==> src/rvIsaPkg.sv <==
package rvIsaPkg;

    // Major opcodes
    localparam logic [6:0] OpReg    = 7'b0110011;
    localparam logic [6:0] OpImm    = 7'b0010011;
    localparam logic [6:0] OpLoad   = 7'b0000011;
    localparam logic [6:0] OpStore  = 7'b0100011;
    localparam logic [6:0] OpBranch = 7'b1100011;
    localparam logic [6:0] OpJal    = 7'b1101111;
    localparam logic [6:0] OpJalr   = 7'b1100111;

    // ALU funct3 codes, shared by register and immediate forms
    localparam logic [2:0] F3Add  = 3'b000;
    localparam logic [2:0] F3Sll  = 3'b001;
    localparam logic [2:0] F3Slt  = 3'b010;
    localparam logic [2:0] F3Sltu = 3'b011;
    localparam logic [2:0] F3Xor  = 3'b100;
    localparam logic [2:0] F3Srl  = 3'b101;
    localparam logic [2:0] F3Or   = 3'b110;
    localparam logic [2:0] F3And  = 3'b111;

    // Branch funct3 codes
    localparam logic [2:0] F3Beq  = 3'b000;
    localparam logic [2:0] F3Bne  = 3'b001;
    localparam logic [2:0] F3Blt  = 3'b100;
    localparam logic [2:0] F3Bge  = 3'b101;
    localparam logic [2:0] F3Bltu = 3'b110;
    localparam logic [2:0] F3Bgeu = 3'b111;

    localparam logic [6:0] Funct7Alt = 7'b0100000; // SUB, SRA, SRAI

    typedef struct packed {
        logic [6:0] funct7;
        logic [4:0] rs2;
        logic [4:0] rs1;
        logic [2:0] funct3;
        logic [4:0] rd;
        logic [6:0] opcode;
    } instrFields;

endpackage

==> src/rvCorePkg.sv <==
package rvCorePkg;

    localparam int Xlen        = 32;
    localparam int MemWords    = 256;
    localparam int MemAddrBits = $clog2(MemWords); // Word index width

    typedef enum logic [1:0] {
        Fetch,
        Decode,
        Execute,
        Writeback
    } phaseT;

    typedef enum logic [3:0] {
        AluAdd,
        AluSub,
        AluAnd,
        AluOr,
        AluXor,
        AluSlt,
        AluSltu,
        AluSll,
        AluSrl,
        AluSra
    } aluOpT;

    typedef enum logic {SrcAPc, SrcARs1} srcASelT;

    typedef enum logic [1:0] {SrcBRs2, SrcBImm, SrcBFour} srcBSelT;

    typedef enum logic [1:0] {ImmI, ImmS, ImmB, ImmJ} immKindT;

    typedef enum logic [1:0] {WbAlu, WbMem, WbPc4} wbSelT;

    typedef struct packed {
        logic    irLoad;
        logic    pcWrite;
        logic    pcFromAlu; // Target instead of pc+4
        srcASelT srcA;
        srcBSelT srcB;
        aluOpT   aluOp;
        immKindT immKind;
        logic    regWrite;
        logic    memWrite;
        wbSelT   wbSel;
        logic    commit;
    } ctrlWord;

    typedef struct packed {
        logic            valid;
        logic [Xlen-1:0] pc;
        logic            rdWrite;
        logic [4:0]      rd;
        logic [Xlen-1:0] rdData;
        logic            memWrite;
        logic [Xlen-1:0] memAddr;
    } commitInfo;

endpackage

==> src/rvImmGen.sv <==
`timescale 1ns/100ps

module rvImmGen (
    input  rvIsaPkg::instrFields          instr,
    input  rvCorePkg::immKindT            kind,
    output logic [rvCorePkg::Xlen-1:0]    imm
);
    import rvCorePkg::*;

    logic [31:0] raw;

    assign raw = instr;

    always_comb begin
        case (kind)
            ImmS: begin
                imm = {{20{raw[31]}}, raw[31:25], raw[11:7]};
            end
            ImmB: begin
                imm = {{19{raw[31]}}, raw[31], raw[7], raw[30:25], raw[11:8], 1'b0};
            end
            ImmJ: begin
                imm = {{11{raw[31]}}, raw[31], raw[19:12], raw[20], raw[30:21], 1'b0};
            end
            default: begin
                imm = {{20{raw[31]}}, raw[31:20]}; // I format, shifts too
            end
        endcase
    end

endmodule

==> config.mk <==
export PLATFORM = sky130hd
export DESIGN_NAME = rvImmGen
export DESIGN_NICKNAME = d
export VERILOG_FILES = /design/src/rvIsaPkg.sv /design/src/rvCorePkg.sv /design/src/rvImmGen.sv
export SDC_FILE = /design/constraint.sdc
export NUM_CORES = 1
export LEC_CHECK = 0
export BUFFER_PORTS_ARGS = -buffer_cell sky130_fd_sc_hd__buf_2
export CAP_MARGIN = 20
export CORE_AREA = 10 10 47 49
export DETAILED_ROUTE_END_ITERATION = 8
export DIE_AREA = 0 0 57 59
export PLACE_DENSITY = 0.8
export REMOVE_ABC_BUFFERS = 1
export SETUP_SLACK_MARGIN = 0.15
export SLEW_MARGIN = 20
export SYNTH_ARGS = -nofsm -noshare
export SYNTH_HDL_FRONTEND = slang
export SYNTH_SLANG_ARGS = --single-unit
export TNS_END_PERCENT = 5
==> constraint.sdc <==
create_clock -name vclk -period 0.8
set_clock_uncertainty 0.05 [all_clocks]
set_input_delay 0.04 -clock vclk [all_inputs]
set_output_delay 0.04 -clock vclk [all_outputs]
set_load 0.005 [all_outputs]
# Yosys cells after proc, flatten, opt, wreduce, memory -nomap -nowiden
# Cells that the tools add are included.
# W data, S select, Z words.
word_totals:
  reg_bits: 0
  inputBits: 34
  out_inout_bits: 32
  wordCells: 4
classes:
  eq_ne: 3
  muxes: 1
op_table:
  columns: ["cell", "count"]
  rows:
  - ["$pmux W20 S3", 1]
  - ["$eq A2 B2 Y1 const B", 2]
  - ["$eq A2 B1 Y1 const B", 1]

# Logic depth before layout (Yosys ltp)
logic_depth:
  depth_word: 2
  depth_mapped: 3
  depth_no_buf: 2

# Worst setup path before layout
# No wires, ideal clock.
synth_timing:
  path_type: "input -> output"
  from: "input kind[0]"
  to: "output imm[1] (netlist bit)"
  arrival_ns: 0.612
  t_required_ns: 0.710
  setup_slack_ns: 0.098
  cell_stages: 2
  path_buffers: 0
  cell_sequence: "xor2_2 -> mux2_2"
synth_via:
  elab_chain_len: 2
  elab_cells_between_ends: 4
  cone_classes: "3 x eq/ne; 1 x mux"
synth_rtl:
  columns: ["item", "line", "text"]
  rows:
  - ["from (decl)", "rvImmGen.sv:5", "input rvCorePkg::immKindT kind,"]
  - ["$eq A2 B2 Y1 / $eq A2 B1 Y1 (equally long branches)", "rvImmGen.sv:15", "case (kind)"]
  - ["$pmux W20 S3 *", "rvImmGen.sv:15", null]
  - ["to (decl)", "rvImmGen.sv:6", "output logic [rvCorePkg::Xlen-1:0] imm"]
# Mark *: on every way between the ends. The rest lies on a longest branch, timed or not.

# Final worst setup path
layout_timing:
  from: "input kind[0]"
  to: "output imm[3] (netlist bit)"
# The elaborated chain is that of the path after synthesis.

==> run metrics <==
critical path, cell by cell=buf_8 -> xor2_4 -> mux2_4 -> buf_6; IO Port Bufs=47; M1 WL=500 um; num rows=14; Post-CTS Setup Inserts=0; syn avg cell area=8.28 um2; CP max stage delay=330 ps; top-count cell post-synth=buf_4; pre-CTS setup slack=-207 ps; Reg area=0 um2; Area Growth Syn to Fin=86.0%; Synth Area in XOR/XNOR=5.04%; die width=57 um; initial antenna violation count=0; Yosys Warn Count=0; post-synthesis simple-gate area fraction=2.33%; peak supply drop=0.000334 V; largest family of logic cells by synthesized area=buffers and inverters; RSZ-0062 raised after global routing=true; final period utilization=117%; HP Class=primary input to primary output; first-pass GRT wire length=2.08 mm; largest net degree at the start of global routing=11; Pwr Density=675 nW/um2; Final min period=935 ps; DR WL/cell=15.4 um; pins over their slew limit=0; Post-Syn Area=323 um2; Mapped Cells=39; number of I/O pins=66; failing checks=setup timing; sequential cells=0; Hold Slack=30.0 ps; DRT antenna net count=0; via-per-instance ratio=4.47; mux cell area share after synthesis=20.2%; Post-Synth Adder-Cell Area=0%; CP Capture Type=primary output; post-synthesis sequential area ratio=0%; Antenna diodes=0; ranking of synthesized cells by area=buf_4, a31o_2, mux2_2; Power, Total=0.406 mW; vias=393; clkbuf count=0; Sequential Power Share=0%; WL met2=594 um; vias in the first global route=481; TritonRoute pass-1 iters=2; GRT Resource Usage Total=7.28%; f_max=1070 MHz; P_int=0.258 mW; final-stage net count=108; relative slew slack=84.7%; largest area contributor in the synthesized netlist=buf_4; Initial Util=23.0%; Synth top area share=44.2%; FILL cells=136; RD Place Congestion=0.626; LEAKAGE=0.336 nW; Final Hold Violating Endpoints=0; Net Sw Power=0.148 mW; share of cells above drive strength 1=93.1%; Worst Tran Pin Value=229 ps; Core Util, Final=42.9%; switching share of power=36.5%; GR Overflow Total=0; Clk pwr share=0%; synth unique cells=9; Remaining DRCs=0; post-route worst setup slack=-135 ps; status=finished with violations; Worst EP arrival=840 ps; Core Box Area=1400 um2; setup TNS=-719 ps; Compound-Gate Fraction of Synth Area=26.7%; top post-synthesis cells by count=buf_4, a31o_2, mux2_2, mux2i_1, nor2_1; critical-path maximum fanout=4; Die H=59 um; critical path startpoint category=primary input; top sig layer=met4; max-cap violation count=0; Worst Path Required=710 ps; crit path kind=primary input to primary output; met3 routed WL=236 um; initial drt markers=3; Die Area=3360 um2; final WL=1.36 mm; final setup vio count=12; slowest CP cell=mux2_4; Gate power share=100.0%
-- worst max-delay path, delay by kind of cell --
| kind | cells | cell delay [ps] |
|---|---|---|
| buffers and inverters | 2 | 230 |
| XOR/XNOR | 1 | 240 |
| multiplexers | 1 | 330 |
-- placed cells by master (no fill, tap or decap) --
cell type	netlist	final
buf_6	0	13
buf_8	0	2
a21boi_4	0	1
mux2_4	0	4
buf_4	19	2
a31o_2	8	8
xor2_4	0	1
a21oi_1	1	1
nor2_1	2	2
buf_2	1	36
mux2i_1	2	2
-- per-layer routing --
| layer | track usage (%) | vias up |
|---|---|---|
| li1 | - | 186 |
| met1 | 7.76 | 156 |
| met2 | 11.6 | 49 |
| met3 | 5.15 | 2 |
| met4 | 1.34 | 0 |
| met5 | 0 | - |
-- timing repair --
action,in CTS,in global routing
pin swaps,3,4
resized for setup,19,6
hold buffers,0,0
setup endpoints to repair,14,14
-- worst paths after layout --
| path | from | endpoint | slack, ps | cells past startpoint |
|---|---|---|---|---|
| setup / recovery | kind[0] | imm[3] | -130 | 4 |
| hold / removal | instr[25] | imm[5] | 30 | 0 |
-- cells by family after synthesis --
logic type             Yosys count
XOR/XNOR                         1
AND/OR/NAND/NOR                  2
multiplexers                     6
AO/OA/AOI/OAI                   10
buffers and inverters           20
-- metrics by stage --
stage               instance area [um2]  instances
finish                              601         88
detailed placement                  475         88
floorplan                           175         19
global route                        601         88
global placement                    475         88
CTS                                 566         88
-- final cells by class --
class	instances	area [um2]	area share, %
tap	16	20.0	3.33
multi-input combinational	19	209	34.8
timing repair buffer	53	372	61.9
-- power by group through the flow --
stage	Sequential [mW]	Combinational [mW]	Clock, mW
2_1_floorplan	0	0.0992	0
3_3_place_gp	0	0.296	0
3_5_place_dp	0	0.302	0
4_1_cts	0	0.378	0
5_1_grt	0	0.441	0
6_report	0	0.406	0
(Power assumes the default switching activity.)
