===== config.mk =====
export PLATFORM = sky130hd
export DESIGN_NAME = rvRegFile
export DESIGN_NICKNAME = d
export VERILOG_FILES = /design/src/rvCorePkg.sv /design/src/rvRegFile.sv
export SDC_FILE = /design/constraint.sdc
export NUM_CORES = 2
export LEC_CHECK = 0
export ABC_CLOCK_PERIOD_IN_PS = 2400
export CELL_PAD_IN_SITES_DETAIL_PLACEMENT = 1
export CELL_PAD_IN_SITES_GLOBAL_PLACEMENT = 1
export CORE_ASPECT_RATIO = 1.4
export CORE_UTILIZATION = 35
export DETAILED_ROUTE_END_ITERATION = 12
export DONT_BUFFER_PORTS = 1
export PLACE_DENSITY_LB_ADDON = 0.1
export SLEW_MARGIN = 20
export SYNTH_ARGS = -nofsm -noshare
export SYNTH_HDL_FRONTEND = slang
export SYNTH_SLANG_ARGS = --single-unit

===== constraint.sdc =====
create_clock -name clk -period 2.4 [get_ports clk]
set_clock_uncertainty 0.05 [all_clocks]
set_input_delay 0.12 -clock clk [delete_from_list [all_inputs] [get_ports clk]]
set_output_delay 0.12 -clock clk [all_outputs]
set_load 0.02 [all_outputs]

===== src/rvCorePkg.sv =====
package rvCorePkg;

    localparam int Xlen        = 32;
    localparam int MemWords    = 256;
    localparam int MemAddrBits = $clog2(MemWords); // Word index width

    typedef enum logic [1:0] {
        Fetch,
        Decode,
        Execute,
        Writeback
    } phaseT;

    typedef enum logic [3:0] {
        AluAdd,
        AluSub,
        AluAnd,
        AluOr,
        AluXor,
        AluSlt,
        AluSltu,
        AluSll,
        AluSrl,
        AluSra
    } aluOpT;

    typedef enum logic {SrcAPc, SrcARs1} srcASelT;

    typedef enum logic [1:0] {SrcBRs2, SrcBImm, SrcBFour} srcBSelT;

    typedef enum logic [1:0] {ImmI, ImmS, ImmB, ImmJ} immKindT;

    typedef enum logic [1:0] {WbAlu, WbMem, WbPc4} wbSelT;

    typedef struct packed {
        logic    irLoad;
        logic    pcWrite;
        logic    pcFromAlu; // Target instead of pc+4
        srcASelT srcA;
        srcBSelT srcB;
        aluOpT   aluOp;
        immKindT immKind;
        logic    regWrite;
        logic    memWrite;
        wbSelT   wbSel;
        logic    commit;
    } ctrlWord;

    typedef struct packed {
        logic            valid;
        logic [Xlen-1:0] pc;
        logic            rdWrite;
        logic [4:0]      rd;
        logic [Xlen-1:0] rdData;
        logic            memWrite;
        logic [Xlen-1:0] memAddr;
    } commitInfo;

endpackage


===== src/rvRegFile.sv =====
`timescale 1ns/100ps

module rvRegFile (
    input  logic                          clk,
    input  logic                          reset,
    input  logic [4:0]                    rs1,
    input  logic [4:0]                    rs2,
    input  logic                          writeEn,
    input  logic [4:0]                    rd,
    input  logic [rvCorePkg::Xlen-1:0]    writeData,
    output logic [rvCorePkg::Xlen-1:0]    rs1Data,
    output logic [rvCorePkg::Xlen-1:0]    rs2Data
);

    logic [rvCorePkg::Xlen-1:0] regs [1:31]; // No storage for x0

    always_ff @(posedge clk) begin
        if (reset) begin
            for (int i = 1; i < 32; i++) begin
                regs[i] <= '0;
            end
        end else if (writeEn && rd != 5'd0) begin
            regs[rd] <= writeData;
        end
    end

    assign rs1Data = (rs1 == 5'd0) ? '0 : regs[rs1];
    assign rs2Data = (rs2 == 5'd0) ? '0 : regs[rs2];

endmodule


# ---- After elaboration in Yosys (flattened, before gate mapping)
# Memory sizes are Yosys's and may differ from the RTL's.
# Index checks and enable logic that the tools add are counted.
# Widths: inputs -> output; s select.
dict set report word_totals {
  regBits 0
  ram_bits 992
  word_cells 16
  n_memories 1
}
# name words word_bits read_ports rd_ports_with_merged_regs write_ports line
set mem_list {}
lappend mem_list {regs 31 32 2 0 31 rvRegFile.sv:15} ;# logic [rvCorePkg::Xlen-1:0] regs [1:31];
dict set report op_classes {
  mux 10
  reduce_logical 5
}
# operator n
set ops {}
lappend ops {{$mux 32} 3}
lappend ops {{$reduce_or 32->1} 1}
lappend ops {{$logic_not 5->1} 2}
lappend ops {{$mux 1} 6}
lappend ops {{$mux 5} 1}
lappend ops {{$reduce_bool 5->1} 1}
lappend ops {{$logic_and 1x1->1} 1}

# ---- Logic depth before layout (Yosys ltp)
dict set report logic_depth {
  depth_word 7
  mapped_depth 9
}

# ---- Worst setup path after synthesis
# OpenSTA, ideal clock, no wires.
dict set report synth_path {
  kind {input to output}
  from {input rs2[0]}
  to {output rs2Data[30] (netlist name)}
  arrival_time_ps 2100
  required_ps 2230
  setup_slack_ps 130
  path_stages 6
  path_buffers 3
  path_cell_list {clkbuf_2 -> buf_6 -> buf_4 -> mux4_2 -> mux2i_1 -> a2111oi_0}
}
dict set report synth_between {
  elab_chain_cells 2
  word_cells_on_any_way 3
  classes_between {mux: 1; reduce/logical: 1; memory: 1}
}
# element line
set synth_lines {}
lappend synth_lines {{start, declared} rvRegFile.sv:7} ;# input logic [4:0] rs2,
lappend synth_lines {{$mem_v2 31x32 / $logic_not 5->1 (equally long branches)} --}
lappend synth_lines {{$mux 32 (*)} rvRegFile.sv:28} ;# assign rs2Data = (rs2 == 5'd0) ? '0 : regs[rs2];
lappend synth_lines {{end, declared} rvRegFile.sv:12} ;# output logic [rvCorePkg::Xlen-1:0] rs2Data
# Every way passes the cells marked *; elsewhere a longest branch is shown, timed or not.

==> impl_metrics.toml <==
[outcome]
status = "finished, violations left"
violations = "negative hold slack, max-slew violations, negative setup slack"

[logic_synthesis]
synth_cell_types = 44
syn-cell-area_mm2 = 0.0546
synth-main-ff-cell = "edfxtp_1"
synth_edf_count = 1024
syn_inst = 3765
async_reset_ff_frac = 0
yosysWarnings = 0
seq_area_frac_synth = 0.563
syn_avg_cell_area_um2 = 14.5
ys_ff_latch = 1024

[clock_network]
clock-sinks = 1024
cts_tree = "built"
cts_buffer_depth = 3
h-tree-depth = 3
cts.clk_slew.worst_paths_ns = 0.07
cts-root-buf = "clkbuf_16"
cts_buffers = 111

[critical_path]
cpPeakStageDelay_ns = 0.50
arrival_ns = 2.63
worstPathRequired_ns = 2.23
end_kind = "output pin"
crit_type = "reg -> out"
path_max_fanout = 2
crit_chain = "mux4_2 -> a22o_4 -> a2111oi_4 -> nor3_2 -> buf_4"
critical_path.slowest_cell = "mux4_2"
critPathLaunchType = "register"
crit_start = "regs[15][27]"

[detailed_routing]
vias_per_cell = 6.01
vias = 36331
wl_per_cell_um = 37.8
postRouteAntennaNets = 0
drtIter0Drc = 3343
drc = 0
routed_wl_um = 229000
drt-pass1-iter-count = 5

[timing]
hold_violations = 2
rsz0062_at_grt = "true"
setup_slack_ns = -0.399
whs_ns = -0.00355
drv_slew = 76
fin_setup_tns_ns = -14.18
max_freq_mhz = 357
relSlewSlack = -0.0713
period_share = 1.17
layout_min_cycle_time_ns = 2.80
worst_slew_pin_slew_ns = 1.61
setup_violations = 64

[placement]
io_buffers = 0
dp_hpwl_um = 134000
dp.cells = 5748
gp_congestion = 0.806

[pwr]
leakage_nw = 22.8
p_per_area_mw_per_mm2 = 687
peakVddDrop_uv = 577

[floorplanning]
ios = 114
rows = 171
die_area_mm2 = 0.158
die_w_um = 336
start_util = 0.352
design.core.area_mm2 = 0.155
dieHeight_um = 469

[final_layout]
reg_top3 = "regs (1024)"
drive_above_1_share = 0.309
regMostFlops = "regs"
fill_cells = 15192
finalNetCount = 3912
fin_cells = 6045
area_growth_syn_to_layout_pct = 19.8
largest_reg_flops = 1024

[grt]
grtUsageTotal = 0.290
grt_pass1_vias = 39443
grt.overflow.total = 0
antenna_found_initial = 24
grt_start_max_net_pins = 310
grt_pass1_wl_um = 316000

[job]
max_cap_viol_count = 0

[min_path]
hold_start = "reset"
hp-class = "in -> reg"
==> report_power, final <==
part	internal [mW]	leakage [nW]	switching [mW]	total [mW]
Combinational	2.71	11.2	3.19	5.90
Clock	10.0	1.81	7.81	17.8
Sequential	20.7	9.75	0.553	21.2
Total	33.4	22.8	11.5	44.9
==> final timing paths <==
| kind | endpoint | cells past startpoint | slack (ns) |
|---|---|---|---|
| worst max-delay path | rs2Data[27] | 5 | -0.40 |
| worst min-delay path | regs[22][12] | 2 | -0.004 |
==> Yosys cell counts (10+ instances only) <==
| library cell | number | area [um^2] |
|---|---|---|
| mux4_2 | 356 | 8020 |
| nor3_1 | 26 | 130 |
| or2_2 | 32 | 200 |
| o22ai_1 | 51 | 319 |
| mux2_2 | 34 | 383 |
| and2_1 | 995 | 6220 |
| a2111oi_1 | 32 | 320 |
| o21ai_0 | 26 | 130 |
| a21oi_1 | 56 | 280 |
| a22oi_1 | 104 | 781 |
| nor2b_1 | 56 | 350 |
| buf_2 | 56 | 280 |
| nor4_1 | 33 | 206 |
| a2111oi_0 | 23 | 201 |
| nor2_1 | 37 | 139 |
| buf_4 | 21 | 158 |
| a22o_1 | 51 | 447 |
| buf_6 | 19 | 214 |
| mux2i_1 | 322 | 3220 |
| a211oi_1 | 47 | 353 |
| o21ai_1 | 10 | 50.1 |
| clkbuf_1 | 302 | 1130 |
| edfxtp_1 | 1024 | 30700 |
==> logic make-up after synthesis <==
kind of cell | after synthesis | share of synthesized area
muxes | 712 | 0.213
buffers and inverters | 408 | 0.0334
AOI/OAI and AO/OA | 407 | 0.0539
and+or+nand+nor | 1213 | 0.137
DFF | 1024 | 0.563
other | 1 | 0.0000686
==> layout by cell type, fill, tap and decap left out, types with 34 or more instances in the layout <==
master,synthesis,layout
and2_1,995,993
edfxtp_1,1024,1024
mux4_2,356,356
clkbuf_16,0,113
clkinv_2,0,34
a21oi_1,56,46
a2111oi_4,0,42
a22oi_1,104,101
o22ai_1,51,51
mux2i_1,322,320
buf_12,0,51
buf_4,21,253
==> stage by stage <==
step / setup WS, ns / power (mW) / util / area, um^2
finish: -0.399 / 44.9 / 0.422 / 65400
floorplan: 0.130 / 24.6 / - / 54700
global route: -0.446 / 46.0 / 0.422 / 65400
detailed placement: -0.299 / 26.4 / 0.379 / 58700
global placement: -0.193 / 26.3 / 0.379 / 58700
CTS: -0.444 / 45.1 / 0.420 / 65100
==> timing repair <==
item | CTS | global route
setup buffers | 42 | 6
hold buffers | 36 | 13
gates cloned | 0 | 0
hold endpoints to repair | 1698 | 32
gates resized for setup | 396 | 39
endpoints found under the setup margin | 64 | 64
pin swaps | 139 | 31
==> critical path: cells and delay by family, from the launching register on <==
family	cells	cell delay (ns)
mux	1	0.50
compound gates	2	0.69
simple gates	1	0.08
buf+inv	1	0.17
flops	1	0.41
==> area by class of cell <==
class / instances / area [um^2] / share of cell area
inverters: 1 / 3.75 / 0.0000574
diodes: 11 / 27.5 / 0.000421
multi-input cells: 2364 / 25000 / 0.382
well taps: 2076 / 2600 / 0.0397
clock buffers: 129 / 2890 / 0.0441
clock inverters: 80 / 779 / 0.0119
flip-flops and latches: 1024 / 30700 / 0.470
repair buffers: 360 / 3430 / 0.0524
==> layer usage <==
| layer | track usage | share of wire | up-vias |
|---|---|---|---|
| met1 | 0.365 | 0.39 | 19700 |
| li1 | - | - | 14641 |
| met4 | 0.128 | 0.044 | 8 |
| met5 | 0 | 0.00018 | - |
| met3 | 0.0411 | 0.065 | 455 |
| met2 | 0.494 | 0.50 | 1527 |
No activity file was read; power rests on OpenSTA's default activity.
