`src/rvIsaPkg.sv`:
```
package rvIsaPkg;

    // Major opcodes
    localparam logic [6:0] OpReg    = 7'b0110011;
    localparam logic [6:0] OpImm    = 7'b0010011;
    localparam logic [6:0] OpLoad   = 7'b0000011;
    localparam logic [6:0] OpStore  = 7'b0100011;
    localparam logic [6:0] OpBranch = 7'b1100011;
    localparam logic [6:0] OpJal    = 7'b1101111;
    localparam logic [6:0] OpJalr   = 7'b1100111;

    // ALU funct3 codes, shared by register and immediate forms
    localparam logic [2:0] F3Add  = 3'b000;
    localparam logic [2:0] F3Sll  = 3'b001;
    localparam logic [2:0] F3Slt  = 3'b010;
    localparam logic [2:0] F3Sltu = 3'b011;
    localparam logic [2:0] F3Xor  = 3'b100;
    localparam logic [2:0] F3Srl  = 3'b101;
    localparam logic [2:0] F3Or   = 3'b110;
    localparam logic [2:0] F3And  = 3'b111;

    // Branch funct3 codes
    localparam logic [2:0] F3Beq  = 3'b000;
    localparam logic [2:0] F3Bne  = 3'b001;
    localparam logic [2:0] F3Blt  = 3'b100;
    localparam logic [2:0] F3Bge  = 3'b101;
    localparam logic [2:0] F3Bltu = 3'b110;
    localparam logic [2:0] F3Bgeu = 3'b111;

    localparam logic [6:0] Funct7Alt = 7'b0100000; // SUB, SRA, SRAI

    typedef struct packed {
        logic [6:0] funct7;
        logic [4:0] rs2;
        logic [4:0] rs1;
        logic [2:0] funct3;
        logic [4:0] rd;
        logic [6:0] opcode;
    } instrFields;

endpackage

```
`src/rvCorePkg.sv`:
```
package rvCorePkg;

    localparam int Xlen        = 32;
    localparam int MemWords    = 256;
    localparam int MemAddrBits = $clog2(MemWords); // Word index width

    typedef enum logic [1:0] {
        Fetch,
        Decode,
        Execute,
        Writeback
    } phaseT;

    typedef enum logic [3:0] {
        AluAdd,
        AluSub,
        AluAnd,
        AluOr,
        AluXor,
        AluSlt,
        AluSltu,
        AluSll,
        AluSrl,
        AluSra
    } aluOpT;

    typedef enum logic {SrcAPc, SrcARs1} srcASelT;

    typedef enum logic [1:0] {SrcBRs2, SrcBImm, SrcBFour} srcBSelT;

    typedef enum logic [1:0] {ImmI, ImmS, ImmB, ImmJ} immKindT;

    typedef enum logic [1:0] {WbAlu, WbMem, WbPc4} wbSelT;

    typedef struct packed {
        logic    irLoad;
        logic    pcWrite;
        logic    pcFromAlu; // Target instead of pc+4
        srcASelT srcA;
        srcBSelT srcB;
        aluOpT   aluOp;
        immKindT immKind;
        logic    regWrite;
        logic    memWrite;
        wbSelT   wbSel;
        logic    commit;
    } ctrlWord;

    typedef struct packed {
        logic            valid;
        logic [Xlen-1:0] pc;
        logic            rdWrite;
        logic [4:0]      rd;
        logic [Xlen-1:0] rdData;
        logic            memWrite;
        logic [Xlen-1:0] memAddr;
    } commitInfo;

endpackage

```
`src/rvFetch.sv`:
```
`timescale 1ns/100ps

module rvFetch (
    input  logic                          clk,
    input  logic                          reset,
    input  rvCorePkg::ctrlWord            ctrl,
    input  logic [rvCorePkg::Xlen-1:0]    instrWord,
    input  logic [rvCorePkg::Xlen-1:0]    target,
    output logic [rvCorePkg::Xlen-1:0]    pc,
    output rvIsaPkg::instrFields          instr
);

    // PC also serves as the instruction memory address, sliced at the top
    always_ff @(posedge clk) begin
        if (reset) begin
            pc <= '0;
        end else if (ctrl.pcWrite) begin
            if (ctrl.pcFromAlu) begin
                pc <= {target[rvCorePkg::Xlen-1:1], 1'b0}; // JALR drops bit 0
            end else begin
                pc <= pc + 32'd4;
            end
        end
    end

    always_ff @(posedge clk) begin
        if (reset) begin
            instr <= '0; // Opcode 0 decodes as a no-op
        end else if (ctrl.irLoad) begin
            instr <= instrWord;
        end
    end

endmodule

```
`config.mk`:
```
export PLATFORM = sky130hd
export DESIGN_NAME = rvFetch
export DESIGN_NICKNAME = d
export VERILOG_FILES = /design/src/rvIsaPkg.sv /design/src/rvCorePkg.sv /design/src/rvFetch.sv
export SDC_FILE = /design/constraint.sdc
export NUM_CORES = 1
export LEC_CHECK = 0
export ABC_AREA = 0
export ABC_CLOCK_PERIOD_IN_PS = 2340
export BUFFER_PORTS_ARGS = -buffer_cell sky130_fd_sc_hd__clkbuf_2
export CORE_MARGIN = 4
export CORE_UTILIZATION = 42
export CTS_CLUSTER_SIZE = 25
export DETAILED_ROUTE_END_ITERATION = 6
export GPL_TIMING_DRIVEN = 0
export PLACE_DENSITY_LB_ADDON = 0.08
export RECOVER_POWER = 100
export SLEW_MARGIN = 5
export SYNTH_ARGS = -nofsm -noshare
export SYNTH_HDL_FRONTEND = slang
export SYNTH_SLANG_ARGS = --single-unit
```
`constraint.sdc`:
```
create_clock -name clk -period 2.34 [get_ports clk]
set_input_delay 0.468 -clock clk [delete_from_list [all_inputs] [get_ports clk]]
set_output_delay 0.468 -clock clk [all_outputs]
set_load 0.02 [all_outputs]
```
# Word level (Yosys, flattened, before mapping)
# Index checks and enable logic that the tools add are counted.
# classes
addsub,1
mux,1
# ops
cell,count
$add A32 B3 Y32 const B,1
$mux W32,1
# word_totals
register_bits,64
elab_cells,9
input_bits,83
out_inout_bits,64

# Logic depth before layout (Yosys ltp)
# depth
ltp_word,2
ltp_mapped,7

# Worst setup path after synthesis
# OpenSTA, ideal clock, no wires.
# synth_path
kind,reg2reg
start,reg pc[2] in the netlist's numbering
end,reg pc[24] in the netlist's numbering
arrival_ns,2.277
slack_ns,-0.012
stages_incl_launch_ff,8
n_path_buf,1
period_less_slack_ns,2.352
required_ns,2.266
path_cell_list,dfxtp_1 -> ha_1 -> nand4_1 -> or4_1 -> buf_2 -> or3_1 -> or3_1 -> a31oi_1
# synth_via
elab_chain_len,2
# synth_rtl
element,line_no,text
"start, declared",rvFetch.sv:9,"output logic [rvCorePkg::Xlen-1:0] pc,"
"start signal, assigned",rvFetch.sv:19,"pc <= {target[rvCorePkg::Xlen-1:1], 1'b0};"
"start signal, assigned",rvFetch.sv:21,pc <= pc + 32'd4;
$add A32 B3 Y32,rvFetch.sv:21,
$mux W32,rvFetch.sv:18,if (ctrl.pcFromAlu) begin
# No other way between the ends.
# A chain may end at the register's enable or synchronous reset.

# Final worst setup path
# Ends and elaborated chain as after synthesis.

==> impl_metrics.json <==
{
  "hold_buffers": 0,
  "dp_hpwl_um": 7120,
  "cts-htree-levels": 3,
  "p_sw_share_pct": 29.0,
  "min_from": "target[1]",
  "routed_wl_um": 9680,
  "synth_cells": 363,
  "drt-vias-per-instance": 5.51,
  "synth_top_area_share_pct": 41.7,
  "synth-async-reset-ratio_pct": 0,
  "cts_tree": "done",
  "layout-drive-gt1-share_pct": 18.3,
  "coreArea_um2": 6910,
  "path_depth": 7,
  "crit_path_max_fanout": 8,
  "rr_worst_depth": 7,
  "end_kind": "register",
  "io_pins": 147,
  "power.switching_w": 0.000788,
  "postCtsResizedCells": 2,
  "timing.final.crit_share_pct": 95.5,
  "cp_num_buf_inv": 1,
  "hold_depth": 3,
  "antenna_found_initial": 0,
  "drv_slew": 0,
  "drt_iter0_drc": 247,
  "grt_max_degree": 13,
  "ys.flop_type": "dfxtp_1",
  "status": "completed",
  "clkLatencyLatePin_ns": 0.34,
  "grt_first_pass_wirelength_um": 15300,
  "fin_nets": 586,
  "startpoint": "pc[2]",
  "clkTransAtPathRegs_ns": 0.08,
  "synth_seq_area_share_pct": 41.7,
  "p_clk_share_pct": 40.1,
  "num_vias": 3324,
  "worstHoldPathType": "input port to register",
  "tightestPinTransition_ns": 0.707,
  "cts_num_sinks": 63,
  "ys.warnings.count": 0,
  "ys_seq_elements": 63,
  "crit_chain": "ha_4 > nand4_1 > or4_1 > buf_4 > or3_1 > or3_1 > a31oi_1",
  "start_util_pct": 43.8,
  "numCtsBuffers": 9,
  "power.density_nw_per_um2": 683,
  "fp.dieArea_um2": 8620,
  "finalHoldViolCount": 0,
  "syn_avg_cell_area_um2": 8.33,
  "pre_cts_ws_ns": -0.00995,
  "setup_viol": 0,
  "p_comb_share_pct": 15.5,
  "cts_setup_buffers": 0,
  "die-width_um": 92.8,
  "cpPeakStageDelay_ns": 0.48,
  "cap_viol_max_count": 0,
  "cp.arrival_ns": 2.50,
  "critPathSlowestCell": "or4_1",
  "synthTopCellsByCount": "dfxtp_1 (63), nor2_1 (58), mux2i_1 (38), nand2_1 (25), clkbuf_1 (19)",
  "drt-pass1-iter-count": 5,
  "pwr-share-seq_pct": 44.4,
  "postRouteAntennaNets": 0,
  "fmax_ghz": 0.448,
  "area_growth_pct": 31.5,
  "hold_ws_ns": 0.362,
  "finalPower_w": 0.00272,
  "setup_slack_ns": 0.106,
  "r2r_setup_slack_ns": 0.11,
  "first_global_vias": 3078,
  "syn_area_um2": 3020,
  "clock_path_buffers": 2,
  "fin_skew_ns": 0.0107,
  "synth_area_leader_cell": "dfxtp_1",
  "critPathTopFamily": "simple AND/OR/NAND/NOR gates",
  "track_usage_pct": 22.1,
  "drc": 0,
  "root_buffer": "clkbuf_8",
  "cp_data_required_time_ns": 2.61,
  "row_count": 30,
  "synth-edff-count": 0,
  "p_leak_nw": 1.57,
  "io_buffer_count": 129,
  "yosysUniqueCellTypes": 46,
  "synth_most_common_cell": "dfxtp_1",
  "diodes": 0,
  "relSlewSlack_pct": 52.7,
  "grt_overflow": 0,
  "syn_nets": 447,
  "synth_area_leaders": "dfxtp_1 (42%), mux2i_1 (13%), nor2_1 (7.2%)",
  "path_class": "register to register",
  "grt_setup_unrepaired": "no",
  "r2r-start": "pc[2]",
  "gp_congestion": 0.874,
  "worstSetupStartpointType": "register",
  "fp.dieH_um": 92.8,
  "p_int_w": 0.00193,
  "wl_per_cell_um": 16.1,
  "worst_path_most_repeated_cell": "or3_1",
  "period_minus_slack_ns": 2.23,
  "peakVddDrop_mv": 0.455
}
## power by group through the flow
stage               logic [W]  clock network, W  registers (W)
detailed placement   0.000438                 0        0.00123
global route         0.000464           0.00116        0.00122
CTS                  0.000440           0.00111        0.00120
global placement     0.000431                 0        0.00123
finish               0.000420           0.00109        0.00121
floorplan            0.000185                 0        0.00130
## worst reg2reg max path: stages, from the launching register on
cell	delay, ns
dfxtp_4	0.40
ha_4	0.16
nand4_1	0.13
or4_1	0.48
buf_4	0.18
or3_1	0.39
or3_1	0.31
a31oi_1	0.12
## per-stage QoR
stage / cells / utilization, % / TNS [ns] / cell area [µm²]
floorplan: 363 / - / 0 / 3020
global placement: 588 / 54.9 / -0.0238 / 3790
detailed placement: 588 / 54.9 / -0.00995 / 3790
CTS: 604 / 58.3 / 0 / 4020
global route: 603 / 57.6 / 0 / 3980
finish: 603 / 57.6 / 0 / 3980
## cells by family after synthesis
logic type | synth area share (%)
adder cells (fa/ha/maj) | 0.414
multiplexers | 12.6
buffers and inverters | 4.64
AND/OR/NAND/NOR | 21.9
AO/OA/AOI/OAI | 18.6
flip-flops | 41.7
other | 0.124
## final cells by class
class / count / area, µm²
Timing Repair Buffer: 129 / 563
Buffer: 27 / 113
Fill cell: 744 / 2930
Sequential cell: 63 / 1270
Clock buffer: 10 / 138
Tap cell: 96 / 120
Multi-Input combinational cell: 265 / 1660
Inverter: 7 / 26.3
Clock inverter: 6 / 92.6
## per-layer routing
metal | share of wire (%) | global-route usage (%) | vias to the layer above
li1 | - | - | 1607
met1 | 42 | 29.4 | 1534
met2 | 48 | 34.9 | 165
met3 | 9.1 | 6.74 | 18
met4 | 1.5 | 5.98 | 0
met5 | 0 | 0 | -
## state kept, by name, summed over array words and instances (netlist names)
| name | cells |
|---|---|
| instr | 32 |
| pc | 31 |
## cells in the final DEF (no fill, tap or decap), types with 3 or more instances in the layout
master,n
clkbuf_1,89
clkbuf_2,63
dfxtp_1,61
nor2_1,58
mux2i_1,38
nand2_1,25
a21oi_1,18
nand3_1,14
o22ai_1,12
a22oi_1,10
o21ai_0,10
clkbuf_8,10
a211oi_1,9
inv_1,6
and3_1,6
or3_1,6
nor3_1,6
nand4_1,5
a31oi_1,5
o31ai_1,5
buf_4,3
nor4_2,3
nor4_1,3
o211ai_1,3
## path summary, 6_finish.rpt
path	to
setup / recovery	pc[24]
hold / removal	pc[1]
setup reg to reg	pc[24]
hold reg to reg	pc[1]
(Power assumes the default switching activity.)
