File: config.mk
export PLATFORM = sky130hd
export DESIGN_NAME = rvControl
export DESIGN_NICKNAME = d
export VERILOG_FILES = /design/src/rvIsaPkg.sv /design/src/rvCorePkg.sv /design/src/rvControl.sv
export SDC_FILE = /design/constraint.sdc
export NUM_CORES = 1
export LEC_CHECK = 0
export BUFFER_PORTS_ARGS = -buffer_cell sky130_fd_sc_hd__buf_2
export CORE_AREA = 3 3 40 42
export DETAILED_ROUTE_END_ITERATION = 8
export DIE_AREA = 0 0 43 45
export GPL_TIMING_DRIVEN = 0
export PLACE_DENSITY = 0.81
export SLEW_MARGIN = 40
export SYNTH_ARGS = -nofsm -noshare
export SYNTH_HDL_FRONTEND = slang
export SYNTH_SLANG_ARGS = --single-unit
File: constraint.sdc
create_clock -name clk -period 2.6 [get_ports clk]
set_input_delay 0.26 -clock clk [delete_from_list [all_inputs] [get_ports clk]]
set_output_delay 0.26 -clock clk [all_outputs]
set_load 0.03 [all_outputs]
File: src/rvIsaPkg.sv
package rvIsaPkg;

    // Major opcodes
    localparam logic [6:0] OpReg    = 7'b0110011;
    localparam logic [6:0] OpImm    = 7'b0010011;
    localparam logic [6:0] OpLoad   = 7'b0000011;
    localparam logic [6:0] OpStore  = 7'b0100011;
    localparam logic [6:0] OpBranch = 7'b1100011;
    localparam logic [6:0] OpJal    = 7'b1101111;
    localparam logic [6:0] OpJalr   = 7'b1100111;

    // ALU funct3 codes, shared by register and immediate forms
    localparam logic [2:0] F3Add  = 3'b000;
    localparam logic [2:0] F3Sll  = 3'b001;
    localparam logic [2:0] F3Slt  = 3'b010;
    localparam logic [2:0] F3Sltu = 3'b011;
    localparam logic [2:0] F3Xor  = 3'b100;
    localparam logic [2:0] F3Srl  = 3'b101;
    localparam logic [2:0] F3Or   = 3'b110;
    localparam logic [2:0] F3And  = 3'b111;

    // Branch funct3 codes
    localparam logic [2:0] F3Beq  = 3'b000;
    localparam logic [2:0] F3Bne  = 3'b001;
    localparam logic [2:0] F3Blt  = 3'b100;
    localparam logic [2:0] F3Bge  = 3'b101;
    localparam logic [2:0] F3Bltu = 3'b110;
    localparam logic [2:0] F3Bgeu = 3'b111;

    localparam logic [6:0] Funct7Alt = 7'b0100000; // SUB, SRA, SRAI

    typedef struct packed {
        logic [6:0] funct7;
        logic [4:0] rs2;
        logic [4:0] rs1;
        logic [2:0] funct3;
        logic [4:0] rd;
        logic [6:0] opcode;
    } instrFields;

endpackage

File: src/rvCorePkg.sv
package rvCorePkg;

    localparam int Xlen        = 32;
    localparam int MemWords    = 256;
    localparam int MemAddrBits = $clog2(MemWords); // Word index width

    typedef enum logic [1:0] {
        Fetch,
        Decode,
        Execute,
        Writeback
    } phaseT;

    typedef enum logic [3:0] {
        AluAdd,
        AluSub,
        AluAnd,
        AluOr,
        AluXor,
        AluSlt,
        AluSltu,
        AluSll,
        AluSrl,
        AluSra
    } aluOpT;

    typedef enum logic {SrcAPc, SrcARs1} srcASelT;

    typedef enum logic [1:0] {SrcBRs2, SrcBImm, SrcBFour} srcBSelT;

    typedef enum logic [1:0] {ImmI, ImmS, ImmB, ImmJ} immKindT;

    typedef enum logic [1:0] {WbAlu, WbMem, WbPc4} wbSelT;

    typedef struct packed {
        logic    irLoad;
        logic    pcWrite;
        logic    pcFromAlu; // Target instead of pc+4
        srcASelT srcA;
        srcBSelT srcB;
        aluOpT   aluOp;
        immKindT immKind;
        logic    regWrite;
        logic    memWrite;
        wbSelT   wbSel;
        logic    commit;
    } ctrlWord;

    typedef struct packed {
        logic            valid;
        logic [Xlen-1:0] pc;
        logic            rdWrite;
        logic [4:0]      rd;
        logic [Xlen-1:0] rdData;
        logic            memWrite;
        logic [Xlen-1:0] memAddr;
    } commitInfo;

endpackage

File: src/rvControl.sv
`timescale 1ns/100ps

module rvControl (
    input  logic                 clk,
    input  logic                 reset,
    input  rvIsaPkg::instrFields instr,
    input  logic                 branchTaken,
    output rvCorePkg::ctrlWord   ctrl
);
    import rvIsaPkg::*;
    import rvCorePkg::*;

    phaseT phase;
    logic  alt;
    logic  regUse;
    logic  memUse;
    logic  jump;
    logic  branch;
    logic  wbPhase;

    function automatic aluOpT aluFromFunct3(input logic [2:0] funct3, input logic altOp);
        aluOpT op;
        op = AluAdd;
        case (funct3)
            F3Add:  op = altOp ? AluSub : AluAdd;
            F3Sll:  op = AluSll;
            F3Slt:  op = AluSlt;
            F3Sltu: op = AluSltu;
            F3Xor:  op = AluXor;
            F3Srl:  op = altOp ? AluSra : AluSrl;
            F3Or:   op = AluOr;
            F3And:  op = AluAnd;
        endcase
        return op;
    endfunction

    always_ff @(posedge clk) begin
        if (reset) begin
            phase <= Fetch;
        end else begin
            case (phase)
                Fetch:   phase <= Decode;
                Decode:  phase <= Execute;
                Execute: phase <= Writeback;
                default: phase <= Fetch;
            endcase
        end
    end

    assign alt     = (instr.funct7 == Funct7Alt);
    assign wbPhase = (phase == Writeback);

    always_comb begin
        ctrl         = '0;
        ctrl.srcA    = SrcARs1;
        ctrl.srcB    = SrcBFour; // ALU result unused for unknown opcodes
        ctrl.aluOp   = AluAdd;
        ctrl.immKind = ImmI;
        ctrl.wbSel   = WbAlu;
        regUse       = 1'b0;
        memUse       = 1'b0;
        jump         = 1'b0;
        branch       = 1'b0;
        case (instr.opcode)
            OpReg: begin
                ctrl.srcB  = SrcBRs2;
                ctrl.aluOp = aluFromFunct3(instr.funct3, alt);
                regUse     = 1'b1;
            end
            OpImm: begin
                ctrl.srcB  = SrcBImm;
                ctrl.aluOp = aluFromFunct3(instr.funct3, alt && instr.funct3 == F3Srl);
                regUse     = 1'b1;
            end
            OpLoad: begin
                ctrl.srcB  = SrcBImm;
                ctrl.wbSel = WbMem;
                regUse     = 1'b1;
            end
            OpStore: begin
                ctrl.srcB    = SrcBImm;
                ctrl.immKind = ImmS;
                memUse       = 1'b1;
            end
            OpBranch: begin
                ctrl.srcA    = SrcAPc; // ALU forms the branch target
                ctrl.srcB    = SrcBImm;
                ctrl.immKind = ImmB;
                branch       = 1'b1;
            end
            OpJal: begin
                ctrl.srcA    = SrcAPc;
                ctrl.srcB    = SrcBImm;
                ctrl.immKind = ImmJ;
                ctrl.wbSel   = WbPc4;
                regUse       = 1'b1;
                jump         = 1'b1;
            end
            OpJalr: begin
                ctrl.srcB  = SrcBImm;
                ctrl.wbSel = WbPc4;
                regUse     = 1'b1;
                jump       = 1'b1;
            end
            default: ;
        endcase

        ctrl.irLoad    = (phase == Fetch);
        ctrl.pcWrite   = wbPhase;
        ctrl.pcFromAlu = wbPhase && (jump || (branch && branchTaken));
        ctrl.regWrite  = wbPhase && regUse;
        ctrl.memWrite  = wbPhase && memUse;
        ctrl.commit    = wbPhase; // No-ops retire as well
    end

endmodule

# --- Word-level counts from Yosys, hierarchy flattened ---
# Index checks and enable logic that the tools add are counted.
totals:
  latchBits: 0
  mem_bits_ro: 0
  ramBits: 0
  mem_count: 0
  elab_cells: 47
  regBits: 2
classes:
  n_div: 0
  mux: 16
  bitwise: 0
  add_sub_neg: 0
  n_lt_le_gt_ge: 0
  n_shift: 0
  n_reduce_logical: 12
  n_mul: 0
  n_eq_ne: 18
ops:
  columns: ["cell", "n"]
  rows:
  - ["$pmux 4 s8", 2]
  - ["$eq 7x6->1 const B", 3]
  - ["$eq 7x7->1 const B", 3]
  - ["$eq 3x3->1 const B", 4]
  - ["$pmux 2 s3", 2]
  - ["$mux 1", 9]
  - ["$pmux 2 s2", 2]
  - ["$pmux 4 s2", 1]
  - ["$eq 7x2->1 const B", 1]
  - ["$eq 7x5->1 const B", 1]
  - ["$eq 3x2->1 const B", 2]
  - ["$reduce_or 6->1", 1]
  - ["$logic_and 1x1->1", 5]
  - ["$reduce_or 5->1", 1]
  - ["$eq 2x2->1 const B", 2]
  - ["$reduce_or 2->1", 2]
  - ["$eq 3x1->1 const B", 1]
  - ["$logic_not 3->1", 1]
  - ["$eq 2x1->1 const B", 1]
  - ["$logic_not 2->1", 1]
  - ["$logic_or 1x1->1", 1]

# --- Depth between registers and ports, before layout ---
depth:
  ltp_word: 5
  ltp_mapped: 4
  mapped_depth_nobuf: 4

# --- Least setup slack after synthesis ---
# OpenSTA, ideal clock, no wires.
synth_path:
  path_kind: "in2out"
  from: "input instr[4] (netlist bit)"
  to: "output ctrl[6] (netlist bit)"
  arrival_time_ps: 1767
  path_stages: 4
  setup_slack_ps: 573
  cell_sequence: "nand2b_1 nor2_1 a21oi_1 inv_1"
synth_lines:
  columns: ["item", "line_no", "text"]
  rows:
  - ["from (decl)", "rvControl.sv:6", "input rvIsaPkg::instrFields instr,"]
  - ["to (decl)", "rvControl.sv:8", "output rvCorePkg::ctrlWord ctrl"]

==> results.tsv <==
stage	metric	value	unit
run_status	outcome	finished, final reports clean	
synth	ys.warnings.count	0	
global_routing	antenna_found_initial	0	
sta	finalSetupViolations	0	
synth	synth_area	332	um2
placed_design	globalplace.congestion	0.611	
setup_path	startpoint_type	primary input	
setup_path	worstReg2RegStart	phase[0]$_SDFF_PP0_	
power	p_seq_share	20.6	%
sta	tightest_slew	0.380	ns
setup_path	slowest_delay	0.53	ns
placed_design	dp_hpwl	852	um
setup_path	slowest_stage	or4b_1	
synth	syn_avg_cell_area	7.21	um2
floorplan	die_h	45	um
global_routing	grt_max_degree	8	
setup_path	critical_path.cell_chain	buf_2 -> or4b_1 -> nor4_2 -> a31oi_1 -> a221oi_2 -> buf_2	
clock_network	postCtsHoldBufs	0	
floorplan	fp-row-count	13	
clock_network	post_cts_buffers	0	
layout	area_delta_synth_final	66.8	%
setup_path	cp.arrival	1.66	ns
floorplan	dieArea	0.00194	mm2
layout	drive_gt1_share	51.8	%
global_routing	overflow	0	
setup_path	worstSetupStartpoint	instr[27]	
layout	reg_top3	phase (2)	
power	p_leak	0.325	nW
run	drv_cap	0	
synth	yosys.cell_count.top_type	nor2_1	
clock_network	numCtsBuffers	3	
synth	ys_types	23	
route	drt_wl_total	988	um
setup_path	crit_type	in2out	
sta	period_needed	1.92	ns
route	detail-route-antenna-nets	0	
sta	report.final.slew_viol_count	0	
sta	finClkSkew	0.00117	ns
route	drt-initial-drc-count	3	
global_routing	grt_pass1_vias	414	
synth	synth_edf_count	0	
synth	netlist_instances	46	
synth	synth_area_leader_cell	dfxtp_1	
sta	finalCritPeriodShare	73.8	%
sta	hold_viol	0	
floorplan	start_util	25.8	%
setup_path	end_kind	output pin	
power	clkPwrFrac	29.2	%
sta	timing.fmax	521	MHz
clock_network	cts_root_buf	clkbuf_4	
route	vias_per_cell	4.61	
setup_path	crit_top_cell	buf_2	
layout	antennaDiodeCount	0	
synth	syn_nets	84	
sta	fin_setup_tns	0	ns
power	vdd_ir_drop_max	0.260	mV
power	p_comb_share	50.1	%
layout	fin_cells	100	
synth	async_flop_share	0	%
floorplan	fp.coreArea	0.00128	mm2
setup_path	path_max_fanout	2	
power	p_sw	0.0875	mW
power	p_per_area	410	mW/mm2
worst_hold_path	hold_class	in2reg	
synth	synth_ff_type	dfxtp_1	
setup_path	required	2.34	ns
power	swShare	38.6	%
clock_network	clk_path_buf_depth	2	
layout	largest_reg_flops	2	
setup_path	critPathBufInv	2	
global_routing	grt_pass1_wl	1.57	mm
setup_path	path_delay_family	simple AND/OR/NAND/NOR gates	
floorplan	io_pins	52	
layout	fillers	146	
clock_network	insertion_delay	0.22	ns
layout	largest_register	phase	
clock_network	cts.htree.levels	1	
route	vias	461	
synth	yosys-top-cells-count	nor2_1 (6), nor2b_1 (5), a21oi_1 (4), inv_1 (4)	
clock_network	clkTransAtPathRegs	0.03	ns
clock_network	clock_sinks	2	
setup_path	rrSetupSlack	1.71	ns
power	power.total	0.227	mW
layout	nNetsFinal	125	
power	internal-power	0.139	mW
synth	synth_area_leaders	dfxtp_1 (12%), ha_1 (11%), nor2b_1 (9.4%), nor2_1 (6.8%), a21oi_1 (6.0%)	
route	avgRoutedWirePerCell	9.88	um
clock_network	cts_tree	built	
synth	ys_ff_latch	2	
synth	yosysSeqAreaShare	12.1	%
route	dr.pass1.iters	4	
route	drc	0	
placed_design	io_buffers	36	
synth	synth_top_cell_area_share	12.1	%
placed_design	placedCellCount	97	
floorplan	die_x	43	um
global_routing	grt_usage	11.2	%
sta	maxSlewHeadroom	74.6	%
worst_hold_path	hp-start	reset	
sta	rsz0062_at_grt	false	
clock_network	cts_resized	0	
[final timing paths]
| path | cells past startpoint | to |
|---|---|---|
| setup / recovery | 6 | ctrl[7] |
| hold / removal | 2 | phase[1]$_SDFF_PP0_ |
| setup reg to reg | 3 | phase[1]$_SDFF_PP0_ |
| hold reg to reg | 3 | phase[1]$_SDFF_PP0_ |
[cell families after synthesis]
logic type,synth area share (%)
XOR/XNOR,2.64
AND/OR/NAND/NOR,41.5
buffers and inverters,9.05
AO/OA/AOI/OAI,20.4
multiplexers,3.02
flip-flops,12.1
adder cells (fa/ha/maj),11.3
[area by class of cell]
class	instances	area, um2	area share, %
multi-input combinational	38	262	47.3
tap	15	18.8	3.39
inverter	4	15.0	2.71
buffer	2	15.0	2.71
sequential	2	40.0	7.24
timing repair buffer	36	180	32.6
clock buffer	3	22.5	4.07
[stage by stage]
| stage | setup WS, ns | util [%] | area [um2] | hold slack (ns) |
|---|---|---|---|---|
| 2_1_floorplan | 0.573 | - | 332 | 0.332 |
| 3_3_place_gp | 0.695 | 41.3 | 531 | 0.433 |
| 5_1_grt | 0.560 | 43.0 | 553 | 0.220 |
| 3_5_place_dp | 0.670 | 41.3 | 531 | 0.437 |
| 6_report | 0.680 | 43.0 | 553 | 0.213 |
| 4_1_cts | 0.666 | 43.0 | 553 | 0.208 |
[per-layer routing]
layer	share of wire, %	wire length, um	track usage [%]	vias up
li1	-	-	-	241
met1	34	337	9.83	208
met2	57	562	20.1	12
met3	8.9	88	5.98	0
met4	0	0	7.23	0
met5	0	0	0	-
[power by group through the flow]
stage,Sequential (mW),Combinational [mW],Clock (mW)
after floorplan,0.0463,0.0787,0
after global placement,0.0468,0.111,0
after detailed placement,0.0476,0.114,0
after CTS,0.0472,0.115,0.0696
after global routing,0.0478,0.129,0.0739
final,0.0468,0.114,0.0663
[layout by cell type, fill, tap and decap left out]
| master | Yosys | layout |
|---|---|---|
| inv_1 | 4 | 4 |
| ha_1 | 3 | 3 |
| clkbuf_4 | 0 | 3 |
| nor2b_1 | 5 | 5 |
| dfxtp_1 | 2 | 2 |
| and3_1 | 2 | 2 |
| nand4_1 | 1 | 1 |
| nand2_1 | 3 | 3 |
| buf_2 | 0 | 36 |
| o21ai_0 | 2 | 2 |
| and4bb_2 | 1 | 1 |
| a21oi_1 | 4 | 4 |
| nor4_2 | 1 | 1 |
| nand2b_1 | 1 | 1 |
| a31oi_1 | 1 | 1 |
| a221oi_2 | 1 | 1 |
| nor2_1 | 6 | 6 |
| nor3_1 | 1 | 1 |
| xnor2_1 | 1 | 1 |
| buf_4 | 2 | 2 |
| mux2i_1 | 1 | 1 |
| or4b_1 | 1 | 1 |
| a22o_1 | 1 | 1 |
| a21o_1 | 1 | 1 |
| nor3b_1 | 1 | 1 |
Power figures use the tool's default switching activity.
